File: src/verilog/rv_exec_pkg.sv
/*
 * rv64 execute slice shared definitions
 * data and index widths, major opcodes and the decoded-operation enums
 * used by the decoder, the ALU and the top level
 */
package rv_exec_pkg;

  // datapath widths
  localparam int xlen       = 64;
  localparam int reg_addr_w = 5;
  localparam int inst_w     = 32;

  // major opcodes, inst[6:0]
  localparam logic [6:0] opc_op     = 7'b0110011;
  localparam logic [6:0] opc_op_imm = 7'b0010011;
  localparam logic [6:0] opc_lui    = 7'b0110111;

  // instruction class from the major opcode
  typedef enum logic [1:0] {
    cls_reg,
    cls_imm,
    cls_lui,
    cls_bad
  } inst_class_e;

  // ALU operation
  typedef enum logic [3:0] {
    alu_add,
    alu_sub,
    alu_and,
    alu_or,
    alu_xor,
    alu_sll,
    alu_srl,
    alu_slt,
    alu_sltu,
    // result is operand b, used by LUI
    alu_pass_b
  } alu_op_e;

endpackage
File: src/verilog/exec_top.sv
/*
 * rv64 execute slice top level
 * decode, register read and ALU in the accept cycle, with the
 * result and load responses sharing one write port
 */
`timescale 1ns/1ps

module exec_top (
  input  logic                               clk,
  input  logic                               rst,
  input  logic                               inst_valid,
  input  logic [rv_exec_pkg::inst_w-1:0]     inst,
  input  logic                               ld_valid,
  input  logic [rv_exec_pkg::reg_addr_w-1:0] ld_rd,
  input  logic [rv_exec_pkg::xlen-1:0]       ld_data,
  output logic                               busy,
  output logic                               inst_illegal,
  output logic                               wb_valid,
  output logic [rv_exec_pkg::reg_addr_w-1:0] wb_rd,
  output logic [rv_exec_pkg::xlen-1:0]       wb_data
);
  import rv_exec_pkg::*;

  logic [reg_addr_w-1:0] rs1;
  logic [reg_addr_w-1:0] rs2;
  logic [reg_addr_w-1:0] rd;
  logic [xlen-1:0]       imm;
  alu_op_e               alu_op;
  logic                  use_imm;
  logic                  illegal;
  logic [xlen-1:0]       rs1_data;
  logic [xlen-1:0]       rs2_data;
  logic [xlen-1:0]       operand_b;
  logic [xlen-1:0]       result;
  logic                  accept;

  assign accept       = inst_valid & ~busy;
  assign inst_illegal = accept & illegal;
  assign operand_b    = use_imm ? imm : rs2_data;

  inst_decode u_decode (
    .inst    (inst),
    .rs1     (rs1),
    .rs2     (rs2),
    .rd      (rd),
    .imm     (imm),
    .alu_op  (alu_op),
    .use_imm (use_imm),
    .illegal (illegal)
  );

  // write port doubles as the commit report
  gpr_file #(.data_w(xlen)) u_gpr (
    .clk     (clk),
    .raddr_a (rs1),
    .raddr_b (rs2),
    .rdata_a (rs1_data),
    .rdata_b (rs2_data),
    .wen     (wb_valid),
    .waddr   (wb_rd),
    .wdata   (wb_data)
  );

  alu #(.data_w(xlen)) u_alu (
    .op     (alu_op),
    .a      (rs1_data),
    .b      (operand_b),
    .result (result)
  );

  wb_arbiter #(.data_w(xlen)) u_wb_arb (
    .clk       (clk),
    .rst       (rst),
    .alu_valid (accept & ~illegal),
    .alu_rd    (rd),
    .alu_data  (result),
    .ld_valid  (ld_valid),
    .ld_rd     (ld_rd),
    .ld_data   (ld_data),
    .wen       (wb_valid),
    .waddr     (wb_rd),
    .wdata     (wb_data),
    .busy      (busy)
  );

endmodule

File: src/verilog/wb_arbiter.sv
/*
 * writeback arbiter
 * holds one ALU result in a slot and grants the register write port,
 * load responses first, then the slot
 */
`timescale 1ns/1ps

module wb_arbiter #(
  parameter int data_w = 64
) (
  input  logic                               clk,
  input  logic                               rst,
  input  logic                               alu_valid,
  input  logic [rv_exec_pkg::reg_addr_w-1:0] alu_rd,
  input  logic [data_w-1:0]                  alu_data,
  input  logic                               ld_valid,
  input  logic [rv_exec_pkg::reg_addr_w-1:0] ld_rd,
  input  logic [data_w-1:0]                  ld_data,
  output logic                               wen,
  output logic [rv_exec_pkg::reg_addr_w-1:0] waddr,
  output logic [data_w-1:0]                  wdata,
  output logic                               busy
);
  import rv_exec_pkg::*;

  logic                  slot_valid;
  logic [reg_addr_w-1:0] slot_rd;
  logic [data_w-1:0]     slot_data;
  logic                  slot_grant;

  // load always wins the port
  assign slot_grant = slot_valid & ~ld_valid;

  assign wen   = ld_valid | slot_valid;
  assign waddr = ld_valid ? ld_rd : slot_rd;
  assign wdata = ld_valid ? ld_data : slot_data;

  // slot full and the port taken by a load
  assign busy = slot_valid & ld_valid;

  // a new result may land in the same edge the old one retires
  always_ff @(posedge clk) begin
    if (rst) begin
      slot_valid <= 1'b0;
    end else if (alu_valid) begin
      slot_valid <= 1'b1;
    end else if (slot_grant) begin
      slot_valid <= 1'b0;
    end
  end

  always_ff @(posedge clk) begin
    if (alu_valid) begin
      slot_rd   <= alu_rd;
      slot_data <= alu_data;
    end
  end

endmodule

File: src/verilog/gpr_file.sv
/*
 * general purpose register file
 * 32 entries, two asynchronous read ports with write-through
 * forwarding, one write port, x0 hard-wired to zero
 */
`timescale 1ns/1ps

module gpr_file #(
  parameter int data_w = 64
) (
  input  logic                               clk,
  input  logic [rv_exec_pkg::reg_addr_w-1:0] raddr_a,
  input  logic [rv_exec_pkg::reg_addr_w-1:0] raddr_b,
  output logic [data_w-1:0]                  rdata_a,
  output logic [data_w-1:0]                  rdata_b,
  input  logic                               wen,
  input  logic [rv_exec_pkg::reg_addr_w-1:0] waddr,
  input  logic [data_w-1:0]                  wdata
);
  import rv_exec_pkg::*;

  localparam int nr_regs = 1 << reg_addr_w;

  logic [data_w-1:0] regs [nr_regs];
  logic              fwd_a;
  logic              fwd_b;

  // bypass the value being written this cycle
  assign fwd_a = wen && (waddr == raddr_a);
  assign fwd_b = wen && (waddr == raddr_b);

  assign rdata_a = (raddr_a == '0) ? '0 : fwd_a ? wdata : regs[raddr_a];
  assign rdata_b = (raddr_b == '0) ? '0 : fwd_b ? wdata : regs[raddr_b];

  // x0 writes are dropped
  always_ff @(posedge clk) begin
    if (wen && (waddr != '0)) begin
      regs[waddr] <= wdata;
    end
  end

endmodule

File: src/verilog/alu.sv
/*
 * integer ALU
 * combinational add, sub, logic, logical shifts and set-less-than,
 * plus a pass of operand b for LUI
 */
`timescale 1ns/1ps

module alu #(
  parameter int data_w = 64
) (
  input  rv_exec_pkg::alu_op_e op,
  input  logic [data_w-1:0]    a,
  input  logic [data_w-1:0]    b,
  output logic [data_w-1:0]    result
);
  import rv_exec_pkg::*;

  localparam int sh_w = $clog2(data_w);

  logic [sh_w-1:0] shamt;
  logic            lt_signed;
  logic            lt_unsigned;

  // shift amount from the low bits of b only
  assign shamt       = b[sh_w-1:0];
  assign lt_signed   = $signed(a) < $signed(b);
  assign lt_unsigned = a < b;

  always_comb begin
    case (op)
      alu_add:    result = a + b;
      alu_sub:    result = a - b;
      alu_and:    result = a & b;
      alu_or:     result = a | b;
      alu_xor:    result = a ^ b;
      alu_sll:    result = a << shamt;
      alu_srl:    result = a >> shamt;
      alu_slt:    result = {{(data_w-1){1'b0}}, lt_signed};
      alu_sltu:   result = {{(data_w-1){1'b0}}, lt_unsigned};
      alu_pass_b: result = b;
      default:    result = '0;
    endcase
  end

endmodule

File: src/verilog/inst_decode.sv
/*
 * instruction decoder
 * splits an RV64 instruction into register fields, classifies it,
 * selects the ALU operation and forms the I or U immediate
 */
`timescale 1ns/1ps

module inst_decode (
  input  logic [rv_exec_pkg::inst_w-1:0]     inst,
  output logic [rv_exec_pkg::reg_addr_w-1:0] rs1,
  output logic [rv_exec_pkg::reg_addr_w-1:0] rs2,
  output logic [rv_exec_pkg::reg_addr_w-1:0] rd,
  output logic [rv_exec_pkg::xlen-1:0]       imm,
  output rv_exec_pkg::alu_op_e               alu_op,
  output logic                               use_imm,
  output logic                               illegal
);
  import rv_exec_pkg::*;

  // opcode to class table
  localparam logic [6:0] cls_keys [3] = '{opc_op, opc_op_imm, opc_lui};
  localparam inst_class_e cls_vals [3] = '{cls_reg, cls_imm, cls_lui};

  // {is_imm, bit 30, funct3} to operation
  localparam logic [4:0] op_keys [13] = '{
    5'b0_0_000, 5'b0_1_000, 5'b0_0_001, 5'b0_0_010, 5'b0_0_011,
    5'b0_0_100, 5'b0_0_101, 5'b0_0_110, 5'b0_0_111,
    5'b1_0_000, 5'b1_0_100, 5'b1_0_110, 5'b1_0_111
  };
  localparam alu_op_e op_vals [13] = '{
    alu_add, alu_sub, alu_sll, alu_slt, alu_sltu,
    alu_xor, alu_srl, alu_or,  alu_and,
    alu_add, alu_xor, alu_or,  alu_and
  };

  inst_class_e cls;
  alu_op_e     funct_op;
  logic        funct_hit;
  logic        is_imm;
  logic        key_b30;
  logic [2:0]  funct3;

  assign rs1    = inst[19:15];
  assign rs2    = inst[24:20];
  assign rd     = inst[11:7];
  assign funct3 = inst[14:12];

  key_lookup #(.data_t(inst_class_e), .nr_key(3), .key_w(7)) u_cls_lookup (
    .key           (inst[6:0]),
    .keys          (cls_keys),
    .values        (cls_vals),
    .default_value (cls_bad),
    .value         (cls),
    .hit           ()
  );

  // bit 30 is immediate data for ADDI, so it is masked out of the key;
  // on the immediate logic ops it stays in and then matches nothing
  assign is_imm  = (cls == cls_imm);
  assign key_b30 = inst[30] & ~(is_imm & (funct3 == 3'b000));

  key_lookup #(.data_t(alu_op_e), .nr_key(13), .key_w(5)) u_op_lookup (
    .key           ({is_imm, key_b30, funct3}),
    .keys          (op_keys),
    .values        (op_vals),
    .default_value (alu_add),
    .value         (funct_op),
    .hit           (funct_hit)
  );

  assign alu_op  = (cls == cls_lui) ? alu_pass_b : funct_op;
  assign use_imm = (cls != cls_reg);
  assign imm     = (cls == cls_lui) ? {{32{inst[31]}}, inst[31:12], 12'b0}
                                    : {{52{inst[31]}}, inst[31:20]};
  assign illegal = (cls == cls_bad) | ((cls != cls_lui) & ~funct_hit);

endmodule

File: src/verilog/key_lookup.sv
/*
 * key_lookup
 * compares a key against a table of keys and returns the matching
 * value, or a default value when no entry matches
 */
`timescale 1ns/1ps

module key_lookup #(
  parameter type data_t = logic,
  parameter int  nr_key = 2,
  parameter int  key_w  = 1
) (
  input  logic [key_w-1:0] key,
  input  logic [key_w-1:0] keys [nr_key],
  input  data_t            values [nr_key],
  input  data_t            default_value,
  output data_t            value,
  output logic             hit
);

  data_t match_or;
  logic  any_match;

  // or together every matching entry
  always_comb begin
    match_or  = data_t'(0);
    any_match = 1'b0;
    for (int i = 0; i < nr_key; i++) begin
      if (key == keys[i]) begin
        match_or  = data_t'(match_or | values[i]);
        any_match = 1'b1;
      end
    end
  end

  assign hit   = any_match;
  assign value = any_match ? match_or : default_value;

endmodule

File: config.mk
export PLATFORM = sky130hd
export DESIGN_NAME = exec_top
export DESIGN_NICKNAME = d
export VERILOG_FILES = /design/src/verilog/rv_exec_pkg.sv /design/src/verilog/exec_top.sv /design/src/verilog/wb_arbiter.sv /design/src/verilog/gpr_file.sv /design/src/verilog/alu.sv /design/src/verilog/inst_decode.sv /design/src/verilog/key_lookup.sv
export SDC_FILE = /design/constraint.sdc
export NUM_CORES = 2
export LEC_CHECK = 0
export BUFFER_PORTS_ARGS = -buffer_cell sky130_fd_sc_hd__buf_2
export CORE_UTILIZATION = 45
export CTS_CLUSTER_SIZE = 28
export DETAILED_ROUTE_END_ITERATION = 6
export PLACE_DENSITY = 0.64
export SLEW_MARGIN = 20
export SYNTH_ARGS = -nofsm -noshare
export SYNTH_HDL_FRONTEND = slang
export SYNTH_SLANG_ARGS = --single-unit
File: constraint.sdc
create_clock -name clk -period 9.96 [get_ports clk]
set_input_delay 1.992 -clock clk [delete_from_list [all_inputs] [get_ports clk]]
set_output_delay 1.992 -clock clk [all_outputs]
set_load 0.02 [all_outputs]
**Yosys cells after proc, flatten, opt, wreduce, memory -nomap -nowiden**

Memory sizes are Yosys's and may differ from the RTL's.
Index checks and enable logic that the tools add are counted.

- Bits in writable memories: 2048
- Memories kept: 1
- Word-level logic and storage cells: 114
- Bits in registers: 70
- Input port bits: 105

Memory list:

| name | words | width | rd ports | clocked after Yosys merged registers in | write ports | RTL line | text |
|---|---|---|---|---|---|---|---|
| u_gpr.regs | 32 | 64 | 2 | 0 | 1 | gpr_file.sv:24 | `logic [data_w-1:0] regs [nr_regs];` |

- Add/sub/neg operators: 2
- Bitwise gates (word level): 18
- Order comparisons: 2
- Shifts and indexed selects: 2
- Reduce and logical (&&, ||, !) cells: 11
- Muxes and demuxes: 45
- Equality and inequality tests: 30

Operator list:

| operator | count |
|---|---|
| 64-bit one-hot mux with 10 select lines | 1 |
| 64-bit 2-to-1 mux | 6 |
| 64-bit less-than comparator | 2 |
| 64-bit adder | 1 |
| 64-bit bitwise AND | 1 |
| 64-bit OR | 1 |
| 64-bit by 6-bit left shift with 64-bit output | 1 |
| 64-bit by 6-bit right shift with 64-bit output | 1 |
| 64-bit subtractor | 1 |
| 64-bit XOR | 1 |
| 31-bit 2-to-1 mux | 1 |
| 1-bit 2-to-1 mux | 22 |
| 5-bit by 3-bit equality test with 1-bit output, second input constant | 4 |
| 5-bit equality test, second input constant | 4 |
| 4-bit by 3-bit equality test with 1-bit output, second input constant | 4 |
| 5-bit zero test | 3 |
| 3-bit 2-to-1 mux | 5 |
| 7-bit by 6-bit equality test with 1-bit output, second input constant | 2 |
| 2-bit 2-to-1 mux | 6 |
| 4-bit 2-to-1 mux | 3 |
| 5-bit by 2-bit equality test with 1-bit output, second input constant | 2 |
| 5-bit equality test | 2 |
| 1-bit bitwise AND | 8 |
| 4-bit by 2-bit equality test with 1-bit output, second input constant | 2 |
| 16 further kinds | 26 |

**Depth between registers and ports, before layout**

- Word-level depth: 29
- Depth in mapped cells: 32
- Gate-level depth less buffers: 23

**Cells and area by module**

From an unflattened synthesis, not the netlist that was laid out.

- Cells, all modules: 8271
- Area, all modules: 120100.2 µm²

Modules (own cells, without submodules):

| module | seq. area each (µm²) | instances | area each (µm²) | cells each |
|---|---|---|---|---|
| gpr_file | 61499.0 | 1 | 94891.0 | 4897 |
| alu | 0.0 | 1 | 18387.6 | 2851 |
| wb_arbiter | 2092.0 | 1 | 3284.4 | 151 |
| key_lookup at u_decode.u_op_lookup | 0.0 | 1 | 1277.5 | 160 |
| exec_top | 0.0 | 1 | 1093.5 | 73 |
| inst_decode | 0.0 | 1 | 839.6 | 98 |
| key_lookup at u_decode.u_cls_lookup | 0.0 | 1 | 326.6 | 41 |

**Worst setup path after synthesis**

OpenSTA, ideal clock, no wires.

- Path kind: input -> register
- From: in ld_valid
- To: mem u_gpr.regs[4][0], enable pin
- Stages: 8
- Buffers on the path: 5
- Slack: -0.383 ns
- Arrival time: 9.699 ns
- Cells stage by stage: buf_6 > buf_2 > buf_2 > buf_2 > buf_2 > mux2i_1 > inv_1 > nor4_1

- Cells in the longest elaborated chain, start to end: 5
- Elaborated cells on any way between the ends: 6

RTL lines:

| what | RTL line | text |
|---|---|---|
| from (decl) | exec_top.sv:13 | `input logic ld_valid,` |
| 5-bit 2-to-1 mux (*) | wb_arbiter.sv:35 | `assign waddr = ld_valid ? ld_rd : slot_rd;` |
| net wb_rd (one bit) | exec_top.sv:19 | `output logic [rv_exec_pkg::reg_addr_w-1:0] wb_rd,` |
| 5-bit nonzero test | gpr_file.sv:37 | `if (wen && (waddr != '0)) begin` |
| 1-bit logical AND | gpr_file.sv:37 |  |
| 1-bit 2-to-1 mux | gpr_file.sv:37 |  |
| 1-bit 2-to-1 mux (implied by the code) | gpr_file.sv:38 | `regs[waddr] <= wdata;` |
| to (decl) | gpr_file.sv:24 |  |

The timed path passes the listed nets; every way through them passes the cells marked *.

**Worst setup path in the final report**

- From: in inst[15] (netlist name)
- To: reg u_wb_arb.slot_data[57], data pin

- Cells in the longest elaborated chain, start to end: 6
- Elaborated cells on any way between the ends: 16

RTL lines:

| what | RTL line | text |
|---|---|---|
| from (decl) | exec_top.sv:12 | `input logic [rv_exec_pkg::inst_w-1:0] inst,` |
| branches (longest 5 deep; another with memory read 32 x 64 bit) | - |  |
| 64-bit one-hot mux with 10 select lines (*) | alu.sv:30 | `case (op)` |
| net result[57] | exec_top.sv:34 | `logic [xlen-1:0] result;` |
| to (signal assigned) | wb_arbiter.sv:55 | `slot_data <= alu_data;` |
| to (decl) | wb_arbiter.sv:28 | `logic [data_w-1:0] slot_data;` |

Mark *: on every way through the listed nets, which the timed path passes.
A chain may end at the register's enable or synchronous reset.

==> results.txt <==
* Height of the die: 518 um
* Vias per inst: between 7 and 8
- HPWL Detailed: between 400000 and 500000 um
- Number of DRC violations after detailed-routing iteration 0: 14500
- Main combinational cell family by area after synthesis: multiplexers
- The cell area that synthesis handed to floorplanning was around 120000 um2.
- In the final layout, flip-flops and latches occupy 63600 um2.
* Post-route total power: between 20000 and 25000 uW
* DRC errors left: about 90
- The tree is rooted in a sky130_fd_sc_hd__clkbuf_16.
- Worst Tran Pin Value: 1.26 ns
- For this design the ratio of total power to cell area is around 180 nW/um2.
* Number of resized instances in the post-cts repair step: 0
- STA classifies the critical path startpoint as an input port.
- Final hold viol count: 0
- Leakage: roughly 0.048 uW
* Share of cell area taken by muxes after synthesis: 24.0%
* Core Region: roughly 270000 um2
* Maximum number of pins on one net before global-route repair: between 90 and 100
- Fraction of synthesis flops using an asynchronous set or reset pin: 0%
- RSZ-0062 raised after global routing: no
* Final clock skew: about 0.060 ns
* Syn Area/Cell: 14.2 um2
- Wire length per cell: between 40 and 50 um
- Across the VDD grid, the largest voltage drop is approximately 0.17 mV.
* Gate count of the mapped netlist: between 8000 and 9000
- Period minus WS final: between 9 and 10 ns
- The worst setup path is captured at a flop.
- The number of clock buffers added by TritonCTS is between 200 and 250.
- Cell mode on critical path: sky130_fd_sc_hd__buf_4
- Slew Limit Headroom: between 10% and 20%
* Setup-failing EPs final: 0
* Total clock sinks: about 2100
- Number of vias in the routed layout: 93300
- After detailed routing, the total wire length is 600000 um.
* Global router's overall resource usage: 44.0%
- Clock-pin slew was measured on the worst setup and hold paths at roughly 0.060 ns.
* Total count of max-transition violations in the final report: 0
- Summed over its instances, the top area cell type makes up about 53% of the synthesized netlist area.
* Cell count after placement: 12400
- Via count of the first global-routing pass: 89900
- In this run the horizontal extent of the chip is 518 um.
- Number of hold buffers added after cts: 0
- In this run, distinct cell masters in the synthesized netlist total 116.
* Worst path required time: 10.58 ns
* Core Rows: 189
* Sum of overflow across all layers after global routing: 0
* Post-Synth XOR/XNOR Area: less than 1%
* Final-layout worst hold slack: 0.942 ns
- The count of nets left with antenna violations once routing finished came out at 0.
- Counting along the longest clock path gives a buffer depth of 4.
- Post-synthesis compound-gate area fraction: 11.0%
* WS Path Type: in -> reg
* YS warnings: 0
* Critical-path cell with the highest stage delay: sky130_fd_sc_hd__nor3_1
- Clock power share: ~37%
- Counting the fill cells in the layout gives 22000.
- The count of buffers added on input and output ports is ~180.
- Of the cells placed in the final design, the portion with a size suffix greater than 1 is 27.9%.
- Data arrives at the worst endpoint at approximately 10 ns.
* Slowest stage delay, CP: about 0.99 ns
- Proportion of synthesized chip area in sequential cells: 53.1%
- After Yosys synthesis, full adders, half adders and majority gates account for slightly above 2% of the synthesized area.
- Relative to the synthesized area, the layout overhead comes to 14.8%.
* Switching Share: 30.8%
* Die footprint: 268000 um2
- The first global-routing pass estimated 799000 um of wire.
- Initial core utilization: a little under half
- Count of TritonRoute iterations in the first routing pass: 7
- Summed over all instances, the cell type with the most area after synthesis is sky130_fd_sc_hd__edfxtp_1.
- The number of setup buffers added after CTS is 0.
* Simple-gate share of the synthesized area: roughly 5.8%
- The tool flagged a number of max-cap violations equal to 0.
* Category of cells accounting for the largest share of critical-path delay: compound AO/OA/AOI/OAI gates
- Count of flip-flops with a built-in enable after synthesis: approximately 2100
- In the post-synthesis netlist, the cell with the most instances is sky130_fd_sc_hd__edfxtp_1.
* Result of the run: finished, violations left
- Maximum operating frequency: approximately 110 MHz
* Layout Nets: 9361
* Synth top area cells: sky130_fd_sc_hd__edfxtp_1 (53%), sky130_fd_sc_hd__mux4_2 (17%), sky130_fd_sc_hd__mux2i_1 (5.3%)
- Worst-path maximum fanout: 54
- Comb pwr share: between 20% and 30%
- TritonCTS clock tree: yes
* P_sw: 7550 uW
- In the final layout, the multi-input gates occupy 52700 um2.
* Global placer's final weighted congestion: 1.04
- At the later pin of the worst-skew pair, clock insertion delay measures about 0.93 ns.
- The number of buffers and inverters on the critical path is 8.
* Reg power frac: between 40% and 50%
- Antenna violations before repair: 57
* Synth Flop Type: sky130_fd_sc_hd__edfxtp_1
- In this run the number of H-tree levels came out at 4.
- Top cell types by occurrence after synthesis: sky130_fd_sc_hd__edfxtp_1 (2117), sky130_fd_sc_hd__mux4_2 (922), sky130_fd_sc_hd__mux2i_1 (639), sky130_fd_sc_hd__nor2_1 (474), sky130_fd_sc_hd__a21oi_1 (413)
- In this run the worst hold path is classified as reg -> reg.
- Synthesis-stage register bit count: between 2000 and 2500
- Failing checks: design-rule violations
- The worst path uses about 94% of the clock period.
* IO Count: roughly 180
- Internal power comes to 16900 uW.
- Once layout is complete, the cells apart from fillers number roughly 13000.
==> cells in the final DEF (no fill, tap or decap), types with 84 or more instances in the layout <==
cell | netlist | routed
sky130_fd_sc_hd__a211oi_1 | 90 | 84
sky130_fd_sc_hd__a21oi_1 | 413 | 411
sky130_fd_sc_hd__a22oi_1 | 163 | 163
sky130_fd_sc_hd__buf_2 | 182 | 166
sky130_fd_sc_hd__buf_4 | 51 | 795
sky130_fd_sc_hd__clkbuf_16 | 0 | 228
sky130_fd_sc_hd__edfxtp_1 | 2117 | 2117
sky130_fd_sc_hd__ha_1 | 193 | 193
sky130_fd_sc_hd__inv_1 | 230 | 222
sky130_fd_sc_hd__mux2_2 | 98 | 98
sky130_fd_sc_hd__mux2i_1 | 639 | 630
sky130_fd_sc_hd__mux4_2 | 922 | 922
sky130_fd_sc_hd__nand2_1 | 411 | 409
sky130_fd_sc_hd__nand3_1 | 163 | 162
sky130_fd_sc_hd__nor2_1 | 474 | 436
sky130_fd_sc_hd__nor3_1 | 151 | 142
sky130_fd_sc_hd__o211ai_1 | 84 | 84
sky130_fd_sc_hd__o21ai_0 | 282 | 278
sky130_fd_sc_hd__o22ai_1 | 221 | 221
==> worst reg2reg max path: stages (launching register included) <==
cell	delay, ns
sky130_fd_sc_hd__dfxtp_1	0.48
sky130_fd_sc_hd__nor2b_1	0.25
sky130_fd_sc_hd__a22oi_1	0.87
sky130_fd_sc_hd__or2_2	0.44
sky130_fd_sc_hd__buf_4	0.46
sky130_fd_sc_hd__nor3_1	0.11
sky130_fd_sc_hd__a211oi_1	0.98
sky130_fd_sc_hd__ha_1	0.26
sky130_fd_sc_hd__inv_1	0.09
sky130_fd_sc_hd__a2111oi_0	0.49
sky130_fd_sc_hd__buf_4	0.20
sky130_fd_sc_hd__o31ai_1	0.10
sky130_fd_sc_hd__o22ai_1	0.23
sky130_fd_sc_hd__buf_12	0.16
sky130_fd_sc_hd__o21ai_0	0.22
sky130_fd_sc_hd__buf_4	0.22
sky130_fd_sc_hd__a221oi_1	0.49
sky130_fd_sc_hd__buf_4	0.22
sky130_fd_sc_hd__o41ai_1	0.10
sky130_fd_sc_hd__a221oi_1	0.43
sky130_fd_sc_hd__buf_4	0.20
sky130_fd_sc_hd__o21ai_0	0.12
sky130_fd_sc_hd__xnor2_1	0.15
sky130_fd_sc_hd__a2111o_1	0.40
==> power groups by stage <==
stage | registers, uW | logic [uW] | clock network (uW)
4_1_cts | 9960 | 5320 | 9010
6_report | 9960 | 5550 | 8990
3_3_place_gp | 10100 | 5340 | 0
2_1_floorplan | 10100 | 2670 | 0
5_1_grt | 9960 | 5620 | 9320
3_5_place_dp | 10100 | 5300 | 0
==> metrics by stage <==
step | setup TNS [ns] | cell area [um2] | util (%) | setup slack, ns
floorplan | 0 | 120000 | - | 1.07
global placement | -0.199 | 130000 | 48.9 | -0.121
detailed placement | -0.165 | 130000 | 49.0 | -0.114
CTS | 0 | 138000 | 51.9 | 0.774
global route | 0 | 138000 | 51.9 | 0.476
finish | 0 | 138000 | 51.9 | 0.555
==> state kept, by name, indices dropped and copies added (netlist names) <==
signal               cells
u_wb_arb.slot_valid      1
u_gpr.regs            2048
u_wb_arb.slot_rd         5
u_wb_arb.slot_data      64
==> metal layers <==
layer / global-route usage (%) / vias up / routed length (um)
li1: - / 35800 / -
met1: 55.1 / 48100 / 211000
met2: 66.8 / 7625 / 267000
met3: 11.7 / 1694 / 71800
met4: 30.0 / 42 / 49200
met5: 0 / - / 310
==> area by class of cell <==
cell class                 instances  area share (%)
tap                             3533            3.21
timing repair buffer            1032            5.94
clock buffer                     258            4.23
multi-input combinational       5437            38.3
clock inverter                   159            1.43
antenna                           21          0.0382
sequential                      2118            46.2
inverter                         244           0.673
==> cell families (layout without fill, tap and decap cells) <==
kind of cell / Yosys count / after routing
other: 1 / 85
adder cells (fa/ha/maj): 195 / 195
multiplexers: 1682 / 1682
buffers and inverters: 928 / 1693
flip-flops: 2118 / 2118
AND/OR/NAND/NOR: 1514 / 1514
AO/OA/AOI/OAI: 1940 / 1940
XOR/XNOR: 42 / 42
==> worst paths after layout <==
kind | from | endpoint | slack, ns | depth (start not counted)
max reg2reg | u_wb_arb.slot_valid$_SDFFE_PP0P_ | u_wb_arb.slot_data[57]$_DFFE_PP_ | 2.03 | 23
max | inst[15] | u_wb_arb.slot_data[57]$_DFFE_PP_ | 0.56 | 27
min reg2reg | u_wb_arb.slot_valid$_SDFFE_PP0P_ | u_wb_arb.slot_valid$_SDFFE_PP0P_ | 0.94 | 3
min | u_wb_arb.slot_valid$_SDFFE_PP0P_ | u_wb_arb.slot_valid$_SDFFE_PP0P_ | 0.94 | 3
Power figures use the tool's default switching activity.
